**src/hdl/periph_cfg.svh**
```systemverilog
`ifndef PERIPH_CFG_SVH
`define PERIPH_CFG_SVH

// peripheral bus widths.
`define PERIPH_ADDR_W 24
`define PERIPH_DATA_W 32
`define PERIPH_SEL_W 4

// device regions, compared against address bits 23:16.
`define REGION_GPIO 8'h00
`define REGION_TIMER 8'h01

// register index within a device, taken from address bits 3:2.
`define GPIO_REG_OUT 2'd0
`define GPIO_REG_OE 2'd1
`define GPIO_REG_IN 2'd2

`define TMR_REG_CTRL 2'd0
`define TMR_REG_COUNT 2'd1
`define TMR_REG_CMP 2'd2
`define TMR_REG_STATUS 2'd3

`define GPIO_W 16

`endif

```
**src/hdl/periph_pkg.sv**
```systemverilog
`include "periph_cfg.svh"

package periph_pkg;

	typedef struct packed {
		logic we;
		logic oe;
		logic [`PERIPH_ADDR_W-1:0] address;
		logic [`PERIPH_SEL_W-1:0] byte_select;
		logic [`PERIPH_DATA_W-1:0] data_write;
	} periph_req_t;

	typedef struct packed {
		logic busy;
		logic error; // no device decoded.
		logic [`PERIPH_DATA_W-1:0] data_read;
	} periph_rsp_t;

	typedef enum logic [1:0] {
		DEV_GPIO,
		DEV_TIMER,
		DEV_NONE
	} periph_dev_e;

	// returned for an address that hits no device.
	localparam periph_rsp_t RSP_UNMAPPED = '{busy: 1'b0, error: 1'b1, data_read: '1};

	// merge new data into a register, one byte lane per select bit.
	function automatic logic [`PERIPH_DATA_W-1:0] apply_byte_sel(
		input logic [`PERIPH_DATA_W-1:0] old_val,
		input logic [`PERIPH_DATA_W-1:0] new_val,
		input logic [`PERIPH_SEL_W-1:0] sel
	);
		logic [`PERIPH_DATA_W-1:0] res;
		res = old_val;
		for (int i = 0; i < `PERIPH_SEL_W; i++) begin
			if (sel[i]) begin
				res[8*i +: 8] = new_val[8*i +: 8];
			end
		end
		return res;
	endfunction

endpackage

```
**src/hdl/gpio_regs.sv**
```systemverilog
`timescale 1ns/1ps
`include "periph_cfg.svh"

module gpio_regs
	import periph_pkg::*;
(
	input logic wb_clk_i,
	input logic wb_rst_i,
	input periph_req_t req_i,
	output periph_rsp_t rsp_o,
	input logic [`GPIO_W-1:0] gpio_i,
	output logic [`GPIO_W-1:0] gpio_o,
	output logic [`GPIO_W-1:0] gpio_oe_o
);

	localparam int PAD_W = `PERIPH_DATA_W - `GPIO_W;

	logic [`GPIO_W-1:0] out_q;
	logic [`GPIO_W-1:0] oe_q;
	logic [`GPIO_W-1:0] in_meta_q;
	logic [`GPIO_W-1:0] in_sync_q;
	logic [1:0] reg_idx;
	logic [`PERIPH_DATA_W-1:0] out_ext;
	logic [`PERIPH_DATA_W-1:0] oe_ext;
	logic [`PERIPH_DATA_W-1:0] in_ext;
	logic [`PERIPH_DATA_W-1:0] out_next;
	logic [`PERIPH_DATA_W-1:0] oe_next;

	assign reg_idx = req_i.address[3:2];

	assign out_ext = {{PAD_W{1'b0}}, out_q};
	assign oe_ext = {{PAD_W{1'b0}}, oe_q};
	assign in_ext = {{PAD_W{1'b0}}, in_sync_q};

	assign out_next = apply_byte_sel(out_ext, req_i.data_write, req_i.byte_select);
	assign oe_next = apply_byte_sel(oe_ext, req_i.data_write, req_i.byte_select);

	// no wait states, so a write strobe always commits.
	always_ff @(posedge wb_clk_i) begin
		if (wb_rst_i) begin
			out_q <= '0;
			oe_q <= '0;
		end else if (req_i.we) begin
			if (reg_idx == `GPIO_REG_OUT) begin
				out_q <= out_next[`GPIO_W-1:0];
			end
			if (reg_idx == `GPIO_REG_OE) begin
				oe_q <= oe_next[`GPIO_W-1:0];
			end
		end
	end

	// two-flop synchronizer on the pins.
	always_ff @(posedge wb_clk_i) begin
		in_meta_q <= gpio_i;
		in_sync_q <= in_meta_q;
	end

	always_comb begin
		rsp_o.busy = 1'b0;
		rsp_o.error = 1'b0;
		case (reg_idx)
			`GPIO_REG_OUT: rsp_o.data_read = out_ext;
			`GPIO_REG_OE: rsp_o.data_read = oe_ext;
			`GPIO_REG_IN: rsp_o.data_read = in_ext;
			default: rsp_o.data_read = '0;
		endcase
	end

	assign gpio_o = out_q;
	assign gpio_oe_o = oe_q;

endmodule

```
**src/hdl/periph_addr_decode.sv**
```systemverilog
`timescale 1ns/1ps
`include "periph_cfg.svh"

module periph_addr_decode
	import periph_pkg::*;
(
	input periph_req_t req_i,
	output periph_rsp_t rsp_o,
	output periph_req_t gpio_req_o,
	output periph_req_t timer_req_o,
	input periph_rsp_t gpio_rsp_i,
	input periph_rsp_t timer_rsp_i
);

	periph_dev_e dev;
	logic [7:0] region;

	// region lives in the top byte of the address.
	assign region = req_i.address[`PERIPH_ADDR_W-1 -: 8];

	always_comb begin
		case (region)
			`REGION_GPIO: dev = DEV_GPIO;
			`REGION_TIMER: dev = DEV_TIMER;
			default: dev = DEV_NONE;
		endcase
	end

	// every device sees the bus, only the selected one sees strobes.
	always_comb begin
		gpio_req_o = req_i;
		timer_req_o = req_i;
		if (dev != DEV_GPIO) begin
			gpio_req_o.we = 1'b0;
			gpio_req_o.oe = 1'b0;
		end
		if (dev != DEV_TIMER) begin
			timer_req_o.we = 1'b0;
			timer_req_o.oe = 1'b0;
		end
	end

	always_comb begin
		case (dev)
			DEV_GPIO: rsp_o = gpio_rsp_i;
			DEV_TIMER: rsp_o = timer_rsp_i;
			default: rsp_o = RSP_UNMAPPED;
		endcase
	end

endmodule

```
**src/hdl/periph_subsys_top.sv**
```systemverilog
`timescale 1ns/1ps
`include "periph_cfg.svh"

module periph_subsys_top
	import periph_pkg::*;
(
	input logic wb_clk_i,
	input logic wb_rst_i,
	input logic wb_stb_i,
	input logic wb_cyc_i,
	input logic wb_we_i,
	input logic [`PERIPH_SEL_W-1:0] wb_sel_i,
	input logic [`PERIPH_DATA_W-1:0] wb_data_i,
	input logic [`PERIPH_ADDR_W-1:0] wb_adr_i,
	output logic wb_ack_o,
	output logic wb_stall_o,
	output logic wb_error_o,
	output logic [`PERIPH_DATA_W-1:0] wb_data_o,
	input logic [`GPIO_W-1:0] gpio_i,
	output logic [`GPIO_W-1:0] gpio_o,
	output logic [`GPIO_W-1:0] gpio_oe_o,
	output logic timer_match_o
);

	periph_req_t bus_req;
	periph_rsp_t bus_rsp;
	periph_req_t gpio_req;
	periph_rsp_t gpio_rsp;
	periph_req_t timer_req;
	periph_rsp_t timer_rsp;

	wb_periph_bus_if u_bridge (
		.wb_clk_i(wb_clk_i),
		.wb_rst_i(wb_rst_i),
		.wb_stb_i(wb_stb_i),
		.wb_cyc_i(wb_cyc_i),
		.wb_we_i(wb_we_i),
		.wb_sel_i(wb_sel_i),
		.wb_data_i(wb_data_i),
		.wb_adr_i(wb_adr_i),
		.wb_ack_o(wb_ack_o),
		.wb_stall_o(wb_stall_o),
		.wb_error_o(wb_error_o),
		.wb_data_o(wb_data_o),
		.periph_req_o(bus_req),
		.periph_rsp_i(bus_rsp)
	);

	periph_addr_decode u_decode (
		.req_i(bus_req),
		.rsp_o(bus_rsp),
		.gpio_req_o(gpio_req),
		.timer_req_o(timer_req),
		.gpio_rsp_i(gpio_rsp),
		.timer_rsp_i(timer_rsp)
	);

	gpio_regs u_gpio (
		.wb_clk_i(wb_clk_i),
		.wb_rst_i(wb_rst_i),
		.req_i(gpio_req),
		.rsp_o(gpio_rsp),
		.gpio_i(gpio_i),
		.gpio_o(gpio_o),
		.gpio_oe_o(gpio_oe_o)
	);

	timer_regs u_timer (
		.wb_clk_i(wb_clk_i),
		.wb_rst_i(wb_rst_i),
		.req_i(timer_req),
		.rsp_o(timer_rsp),
		.match_o(timer_match_o)
	);

endmodule

```
**src/hdl/timer_regs.sv**
```systemverilog
`timescale 1ns/1ps
`include "periph_cfg.svh"

module timer_regs
	import periph_pkg::*;
(
	input logic wb_clk_i,
	input logic wb_rst_i,
	input periph_req_t req_i,
	output periph_rsp_t rsp_o,
	output logic match_o
);

	logic enable_q;
	logic [`PERIPH_DATA_W-1:0] count_q;
	logic [`PERIPH_DATA_W-1:0] cmp_q;
	logic status_q;
	logic pending_q;
	logic access;
	logic busy;
	logic wr;
	logic [1:0] reg_idx;
	logic [`PERIPH_DATA_W-1:0] count_next;
	logic [`PERIPH_DATA_W-1:0] cmp_next;

	assign reg_idx = req_i.address[3:2];
	assign access = req_i.we | req_i.oe;

	// first cycle of an access is always a wait state.
	assign busy = access & ~pending_q;
	assign wr = req_i.we & ~busy;

	assign count_next = apply_byte_sel(count_q, req_i.data_write, req_i.byte_select);
	assign cmp_next = apply_byte_sel(cmp_q, req_i.data_write, req_i.byte_select);

	always_ff @(posedge wb_clk_i) begin
		if (wb_rst_i) begin
			pending_q <= 1'b0;
		end else begin
			pending_q <= busy; // drops on the completing edge.
		end
	end

	always_ff @(posedge wb_clk_i) begin
		if (wb_rst_i) begin
			enable_q <= 1'b0;
			count_q <= '0;
			cmp_q <= '0;
			status_q <= 1'b0;
		end else begin
			if (wr && reg_idx == `TMR_REG_CTRL && req_i.byte_select[0]) begin
				enable_q <= req_i.data_write[0];
			end

			if (wr && reg_idx == `TMR_REG_COUNT) begin
				count_q <= count_next;
			end else if (enable_q) begin
				count_q <= count_q + 1'b1;
			end

			if (wr && reg_idx == `TMR_REG_CMP) begin
				cmp_q <= cmp_next;
			end

			// write one to clear wins over a new match.
			if (wr && reg_idx == `TMR_REG_STATUS && req_i.byte_select[0]
					&& req_i.data_write[0]) begin
				status_q <= 1'b0;
			end else if (enable_q && count_q == cmp_q) begin
				status_q <= 1'b1;
			end
		end
	end

	always_comb begin
		rsp_o.busy = busy;
		rsp_o.error = 1'b0;
		case (reg_idx)
			`TMR_REG_CTRL: rsp_o.data_read = {{(`PERIPH_DATA_W-1){1'b0}}, enable_q};
			`TMR_REG_COUNT: rsp_o.data_read = count_q;
			`TMR_REG_CMP: rsp_o.data_read = cmp_q;
			default: rsp_o.data_read = {{(`PERIPH_DATA_W-1){1'b0}}, status_q};
		endcase
	end

	assign match_o = status_q;

endmodule

```
**src/hdl/wb_periph_bus_if.sv**
```systemverilog
`timescale 1ns/1ps
`include "periph_cfg.svh"

module wb_periph_bus_if
	import periph_pkg::*;
(
	input logic wb_clk_i,
	input logic wb_rst_i,
	input logic wb_stb_i,
	input logic wb_cyc_i,
	input logic wb_we_i,
	input logic [`PERIPH_SEL_W-1:0] wb_sel_i,
	input logic [`PERIPH_DATA_W-1:0] wb_data_i,
	input logic [`PERIPH_ADDR_W-1:0] wb_adr_i,
	output logic wb_ack_o,
	output logic wb_stall_o,
	output logic wb_error_o,
	output logic [`PERIPH_DATA_W-1:0] wb_data_o,
	output periph_req_t periph_req_o,
	input periph_rsp_t periph_rsp_i
);

	typedef enum logic [1:0] {
		ST_IDLE,
		ST_WRITE,
		ST_READ,
		ST_FINISH
	} state_e;

	state_e state_q;
	logic [`PERIPH_ADDR_W-1:0] addr_q;
	logic [`PERIPH_SEL_W-1:0] sel_q;
	logic stall_q;
	logic ack_q;
	logic error_q;
	logic [`PERIPH_DATA_W-1:0] rdata_q;

	always_ff @(posedge wb_clk_i) begin
		if (wb_rst_i) begin
			state_q <= ST_IDLE;
			stall_q <= 1'b0;
			ack_q <= 1'b0;
			error_q <= 1'b0;
			rdata_q <= '1;
		end else begin
			case (state_q)
				ST_IDLE: begin
					ack_q <= 1'b0;
					error_q <= 1'b0;
					rdata_q <= '1;
					if (wb_cyc_i && wb_stb_i) begin
						addr_q <= wb_adr_i;
						sel_q <= wb_sel_i;
						stall_q <= 1'b1; // held until the access is done.
						state_q <= wb_we_i ? ST_WRITE : ST_READ;
					end else begin
						stall_q <= 1'b0;
					end
				end

				ST_WRITE, ST_READ: begin
					if (!periph_rsp_i.busy) begin
						state_q <= ST_FINISH;
						if (periph_rsp_i.error) begin
							error_q <= 1'b1;
						end else begin
							ack_q <= 1'b1;
						end
						if (state_q == ST_READ) begin
							rdata_q <= periph_rsp_i.data_read; // unmapped reads give all ones.
						end
					end
				end

				ST_FINISH: begin
					state_q <= ST_IDLE;
					stall_q <= 1'b0;
					ack_q <= 1'b0;
					error_q <= 1'b0;
					rdata_q <= '1;
				end

				default: begin
					state_q <= ST_IDLE;
					stall_q <= 1'b0;
				end
			endcase
		end
	end

	// request comes straight from state; write data passes through from the master.
	always_comb begin
		periph_req_o = '0;
		if (state_q != ST_IDLE) begin
			periph_req_o.address = addr_q;
			periph_req_o.byte_select = sel_q;
		end
		periph_req_o.we = (state_q == ST_WRITE);
		periph_req_o.oe = (state_q == ST_READ);
		if (state_q == ST_WRITE) begin
			periph_req_o.data_write = wb_data_i;
		end
	end

	assign wb_ack_o = ack_q;
	assign wb_error_o = error_q;
	assign wb_stall_o = stall_q;
	assign wb_data_o = rdata_q;

endmodule

```
**config.mk**
```make
export PLATFORM = sky130hd
export DESIGN_NAME = periph_subsys_top
export DESIGN_NICKNAME = d
export VERILOG_FILES = /design/src/hdl/periph_pkg.sv /design/src/hdl/gpio_regs.sv /design/src/hdl/periph_addr_decode.sv /design/src/hdl/periph_subsys_top.sv /design/src/hdl/timer_regs.sv /design/src/hdl/wb_periph_bus_if.sv
export VERILOG_INCLUDE_DIRS = /design/src /design/src/hdl
export SDC_FILE = /design/constraint.sdc
export NUM_CORES = 1
export LEC_CHECK = 0
export BUFFER_PORTS_ARGS = -buffer_cell sky130_fd_sc_hd__buf_2
export CAP_MARGIN = 10
export CORE_ASPECT_RATIO = 0.7
export CORE_UTILIZATION = 60
export DETAILED_ROUTE_END_ITERATION = 10
export PLACE_DENSITY = 0.85
export SETUP_SLACK_MARGIN = 0.5
export SYNTH_ARGS = -nofsm -noshare
export SYNTH_HDL_FRONTEND = slang
export SYNTH_SLANG_ARGS = --single-unit
```
**constraint.sdc**
```tcl
create_clock -name wb_clk_i -period 6.3 [get_ports wb_clk_i]
set_input_delay 0.63 -clock wb_clk_i [delete_from_list [all_inputs] [get_ports wb_clk_i]]
set_output_delay 0.63 -clock wb_clk_i [all_outputs]
set_load 0.02 [all_outputs]
```
==> results.md, run 1 <==
* CP bufs+invs at 2
* Synthesized flop and latch total at 182
* Die area at 0.0144 mm^2
* Max clock buf depth at 2
* Drt first pass iters at 6
* Floorplan die height at 101 um
* Grt ovf at 0
* Final setup margin at 3120 ps
* Final hold slack at 286 ps
* CTS clk-pin slew, worst paths at 80 ps
* # nets final at 1113
* Residual DRC at 0
* Fin. Hold Viols at 0
* Syn avg cell area at 8.98 um^2
* Critical-path maximum fanout at 36
* RSZ-0062 raised after global routing: false
* Setup crit start kind: flop
* Pre-CTS setup slack at 3060 ps
* Syn Nets at 1017
* Final Cycle Share at 0.505
* Initial antenna violation count at 1
* Multi-input gate area at 0.00426 mm^2
* Layout cell share with drive strength beyond 1 at 0.195
* Critical Path Max Stage Delay at 630 ps
* Crit path cell chain: inv_1, ha_1, buf_4, nand2b_1, nor4_1, mux2_2, nand2_1, a2bb2oi_1
* Worst path slowest cell: mux2_2
* CTS sink cnt at 182
* First-pass GRT wire length at 37.9 mm
* TritonCTS clock tree: done
* WP data arrival at 3490 ps
* Fill count at 1001
* Leak at 3.89 nW
* Mapped cell area at 0.00836 mm^2
* Post-CTS Setup Bufs at 0
* WL/cell at 19.6 um
* Worst Hold Class: primary input to flop
* Largest net degree at the start of global routing at 65
* Register area share after synthesis at 0.452
* Warnings, synthesis at 0
* Worst Skew at 12.6 ps
* Rel. slew slack at 0.274
* IO Port Bufs at 134
* Run status: completed
* Max cap viols at 0
* Crit. End Element: flop
* H-tree Lvls at 4
* CP delay by family, top: simple AND/OR/NAND/NOR gates
* Detailed Place HPWL at 16.2 mm
* Max Slew Vio Count at 0
* CP Class: flop to flop
* Worst skew pair latency at 440 ps
* Total Wirelength at 24.0 mm
* CTS buffer count at 17
* Slew @ Worst Pin at 1090 ps
* EDFF count, synth at 14
* CTS Hold Buffers Added at 0
* Ports at 149
* Site Rows at 35
* Vias at 8009
* Synth unique cells at 66
* FF+latch area at 0.00378 mm^2
* GPL Wtd Cong at 0.930
* Final setup TNS at 0 ps
* Initial DRC Count at 869
* PD cells at 361 mW/mm^2
* CTS root buffer: clkbuf_16
* FFs w/ async S/R, synth at 0
* Core region area at 0.0134 mm^2
* # resized after CTS at 0
* VDD IR max at 210 uV
* Most common flop cell mapped by yosys: dfxtp_1
* Die width at 143 um
* Vias in the first global route at 7237
* Starting Density at 0.626
* Max frequency at 0.314 GHz
* DR vias/cell at 6.53
* Final setup fails at 0
* Layout area overhead at 16.2%
* GR Util All Layers at 0.344
* CP Data Required Time at 6610 ps
* Post-layout min period at 3180 ps
* Cell count after synthesis at 931
* Antenna-violating nets left at 0
-- power breakdown --
group / internal [mW] / switching [mW] / total, mW / leakage, nW
Combinational: 0.361 / 0.711 / 1.07 / 2.09
Clock: 0.562 / 0.525 / 1.09 / 0.298
Sequential: 1.28 / 0.0674 / 1.35 / 1.50
Total: 2.20 / 1.30 / 3.51 / 3.89
-- kinds of logic after synthesis --
logic type	count (synthesis)	synth area share
adders and majority gates	5	0.00748
xor gates and xnor gates	33	0.0346
DFF	182	0.452
AOI/OAI and AO/OA	272	0.224
muxes	34	0.0422
buffers and inverters	83	0.0422
and+or+nand+nor	322	0.197
-- per-stage QoR --
| stage | power (mW) | std cells | utilization | area (um^2) |
|---|---|---|---|---|
| after global routing | 3.66 | 1225 | 0.727 | 9720 |
| after detailed placement | 2.41 | 1192 | 0.680 | 9090 |
| after floorplan | 2.10 | 931 | - | 8360 |
| after global placement | 2.39 | 1192 | 0.680 | 9090 |
| after CTS | 3.49 | 1224 | 0.727 | 9710 |
| final | 3.51 | 1226 | 0.728 | 9720 |
-- layer usage --
| layer | GRT usage | vias to the layer above | wire [um] |
|---|---|---|---|
| li1 | - | 3643 | - |
| met4 | 0.136 | 0 | 644 |
| met1 | 0.484 | 3774 | 10400 |
| met5 | 0.0140 | - | 0 |
| met3 | 0.0936 | 63 | 2970 |
| met2 | 0.496 | 529 | 10000 |
-- Yosys cell counts, types with 10 or more instances --
cell / instances / area (um^2)
dfxtp_1: 168 / 3360
nand2_1: 109 / 409
a21oi_1: 74 / 370
clkbuf_1: 48 / 180
nor2_1: 46 / 173
nand3_1: 44 / 220
o21ai_0: 36 / 180
xor2_1: 31 / 272
mux2i_1: 30 / 300
o211ai_1: 30 / 225
a22oi_1: 25 / 188
a22o_1: 24 / 210
and2_1: 18 / 113
nor3_1: 18 / 90.1
nor4_1: 17 / 106
a2bb2oi_1: 15 / 131
buf_2: 15 / 75.1
edfxtp_1: 14 / 420
nand4_1: 14 / 87.6
inv_1: 11 / 41.3
or3_1: 10 / 62.6
-- path summary, 6_finish.rpt --
path,cells after the start,end,from,slack [ps]
worst min-delay path,1,u_gpio.in_meta_q[4]$_DFF_P_,gpio_i[4],290
worst min register to register,0,u_gpio.in_sync_q[5]$_DFF_P_,u_gpio.in_meta_q[5]$_DFF_P_,330
worst max-delay path,8,u_bridge.wb_data_o[4]$_SDFFE_PP1P_,u_bridge.state_q[1]$_SDFFE_PP0P_,3120
worst max register to register,8,u_bridge.wb_data_o[4]$_SDFFE_PP1P_,u_bridge.state_q[1]$_SDFFE_PP0P_,3120
-- registers in the layout (all words and copies together) (netlist names) --
register / flops
u_gpio.in_meta_q: 16
u_bridge.wb_data_o: 32
u_bridge.wb_stall_o: 1
u_bridge.wb_ack_o: 1
u_timer.count_q: 32
u_timer.cmp_q: 32
u_timer.pending_q: 1
u_gpio.gpio_oe_o: 16
u_bridge.addr_q: 10
u_gpio.in_sync_q: 16
u_timer.enable_q: 1
u_bridge.sel_q: 4
u_gpio.gpio_o: 16
u_bridge.wb_error_o: 1
u_bridge.state_q: 2
u_timer.match_o: 1
-- cells in the final DEF (no fill, tap or decap), types with 9 or more instances in the layout --
cell type,count
xor2_1,31
a21oi_1,74
a2bb2oi_1,15
o211ai_1,30
buf_2,134
nor3_1,16
clkbuf_16,18
a22o_1,24
buf_4,14
and3_1,9
nand4_1,14
a21o_1,9
mux2i_1,30
a22oi_1,25
nor4_1,17
nor2_1,46
or3_1,10
dfxtp_1,168
edfxtp_1,14
inv_1,11
and2_1,18
o21ai_0,36
nand3_1,44
nand2_1,109
-- layout make-up --
class	instances	area share
antenna	1	0.000257
clock buffer	18	0.0463
clock inverter	14	0.0176
inverter	12	0.00463
multi-input combinational	666	0.438
sequential	182	0.389
tap	185	0.0238
timing repair buffer	148	0.0798
Power figures use the tool's default switching activity.
==> run 2, diff against run 1 <==
CORE_UTILIZATION = 51   (was 60)
PLACE_DENSITY = 0.77   (was 0.85)
clock period = 2.6 ns   (was 6.3 ns; I/O delays follow)
==> run 2 against run 1 <==
Power grew to 2.8 times the previous value. Clock power is 130% higher. Register-to-register slack worse by 2800 ps. Die area is 17% higher. First-iteration DRC count is 18% higher. Via count is 9.1% higher. Highest routed layer unchanged.
==> results.md, run 2 (synthesis results as in run 1) <==
* Run status: completed
* CTS sink cnt at 182
* Drt first pass iters at 6
* Largest net degree at the start of global routing at 65
* Floorplan die height at 109 um
* CP Data Required Time at 2960 ps
* R2R depth at 8
* CP delay by family, top: simple AND/OR/NAND/NOR gates
* Crit path cell chain: or4_4, buf_6, o31ai_4, buf_12, buf_8, and4_4, nand2_1, a21oi_1
* Critical Path Max Stage Delay at 600 ps
* Die width at 155 um
* RSZ-0062 raised after global routing: true
* WL/cell at 21.3 um
* Multi-input gate area at 0.00468 mm^2
* CP Class: flop to flop
* CTS buffer count at 17
* CTS root buffer: clkbuf_16
* Max clock buf depth at 2
* Setup crit start kind: flop
* Final setup fails at 0
* DR vias/cell at 6.41
* Initial antenna violation count at 0
* Initial DRC Count at 1026
* Leak at 4.56 nW
* GR Util All Layers at 0.322
* Max Slew Vio Count at 0
* First-pass GRT wire length at 41.7 mm
* Placed insts at 1267
* Rel. slew slack at 0.485
* Crit. End Element: flop
* Core region area at 0.0157 mm^2
* Pre-CTS setup slack at -17.0 ps
* FF+latch area at 0.00380 mm^2
* Die area at 0.0169 mm^2
* Layout Cells excl Fill at 1363
* Detailed Place HPWL at 17.7 mm
* Layout area overhead at 35.6%
* Worst Hold Class: primary input to flop
* CP bufs+invs at 3
* Ports at 149
* # nets final at 1217
* Final setup TNS at 0 ps
* Post-layout min period at 2320 ps
* Ant. Diodes at 0
* IO Port Bufs at 134
* Vias in the first global route at 7698
* WP data arrival at 2680 ps
* TritonCTS clock tree: done
* Final setup margin at 278 ps
* Final hold slack at 7.51 ps
* PD cells at 854 mW/mm^2
* Worst path slowest cell: or4_4
* GPL Wtd Cong at 0.970
* Starting Density at 0.531
* Critical-path maximum fanout at 8
* Vias at 8736
* Commonest non-fill, non-tap cell in the layout: dfxtp_1
* Crit. path cell count at 8
* Max cap viols at 0
* Max frequency at 0.431 GHz
* Total Wirelength at 29.1 mm
* VDD IR max at 542 uV
* Final Cycle Share at 0.893
* CTS clk-pin slew, worst paths at 80 ps
* Residual DRC at 0
* Worst skew pair latency at 430 ps
* Fin. Hold Viols at 0
* H-tree Lvls at 4
* Worst Skew at 7.49 ps
* Site Rows at 38
* Final core utilization at 0.721
* Slew @ Worst Pin at 772 ps
* Most frequent cells in the layout: dfxtp_1 (160), buf_2 (134), nand2_1 (98)
* Fill count at 1147
* Antenna-violating nets left at 0
* Grt ovf at 0
* Hold path depth at 1
* Layout cell share with drive strength beyond 1 at 0.325
run 2: worst paths after layout:
| path | from | end | slack, ps |
|---|---|---|---|
| worst min register to register | u_gpio.in_meta_q[11]$_DFF_P_ | u_gpio.in_sync_q[11]$_DFF_P_ | 330 |
| worst max register to register | u_bridge.addr_q[21]$_DFFE_PP_ | u_gpio.gpio_oe_o[9]$_SDFFE_PP0P_ | 280 |
| worst min-delay path | wb_sel_i[0] | u_bridge.sel_q[0]$_DFFE_PP_ | 8 |
| worst max-delay path | u_bridge.addr_q[21]$_DFFE_PP_ | u_gpio.gpio_oe_o[9]$_SDFFE_PP0P_ | 280 |
run 2: timing repair:
item | 4_1_cts | 5_1_grt
pin swaps | 15 | 48
gates cloned | 3 | 7
setup buffers | 16 | 16
endpoints found under the hold margin | 20 | 3
hold buffers | 20 | 3
resized for setup | 60 | 108
setup endpoints to repair | 128 | 129
run 2: routing by layer:
layer / GRT usage / vias to the layer above / wire length [um]
met4: 0.0969 / 0 / 741
met3: 0.0843 / 82 / 3500
li1: - / 3855 / -
met2: 0.473 / 604 / 12400
met1: 0.460 / 4195 / 12400
met5: 0 / - / 0
run 2: layout make-up:
class / count / share of cell area
clock buffers: 18 / 0.0397
clock inverters: 13 / 0.0101
inverters: 12 / 0.00397
multi-input cells: 666 / 0.413
flip-flops and latches: 182 / 0.335
well taps: 220 / 0.0243
repair buffers: 252 / 0.175
run 2: where the power goes:
group | internal, mW | leakage, nW | switching [mW] | total, mW
sequential | 3.11 | 1.50 | 0.187 | 3.29
combinational | 1.73 | 2.79 | 2.13 | 3.86
clock | 1.31 | 0.268 | 1.22 | 2.53
total | 6.15 | 4.56 | 3.53 | 9.68
run 2: worst reg2reg max path: cells and delay by family (launching register included):
| family | cells | cell delay, ps |
|---|---|---|
| AO/OA/AOI/OAI | 2 | 400 |
| buffers and inverters | 3 | 460 |
| AND/OR/NAND/NOR | 3 | 1000 |
| flip-flops | 1 | 390 |
run 2: per-stage QoR:
step	cell area, um^2	total power [mW]
2_1_floorplan	8400	5.12
3_3_place_gp	9480	6.01
3_5_place_dp	9480	6.06
4_1_cts	10600	8.86
5_1_grt	11300	10.0
6_report	11300	9.68
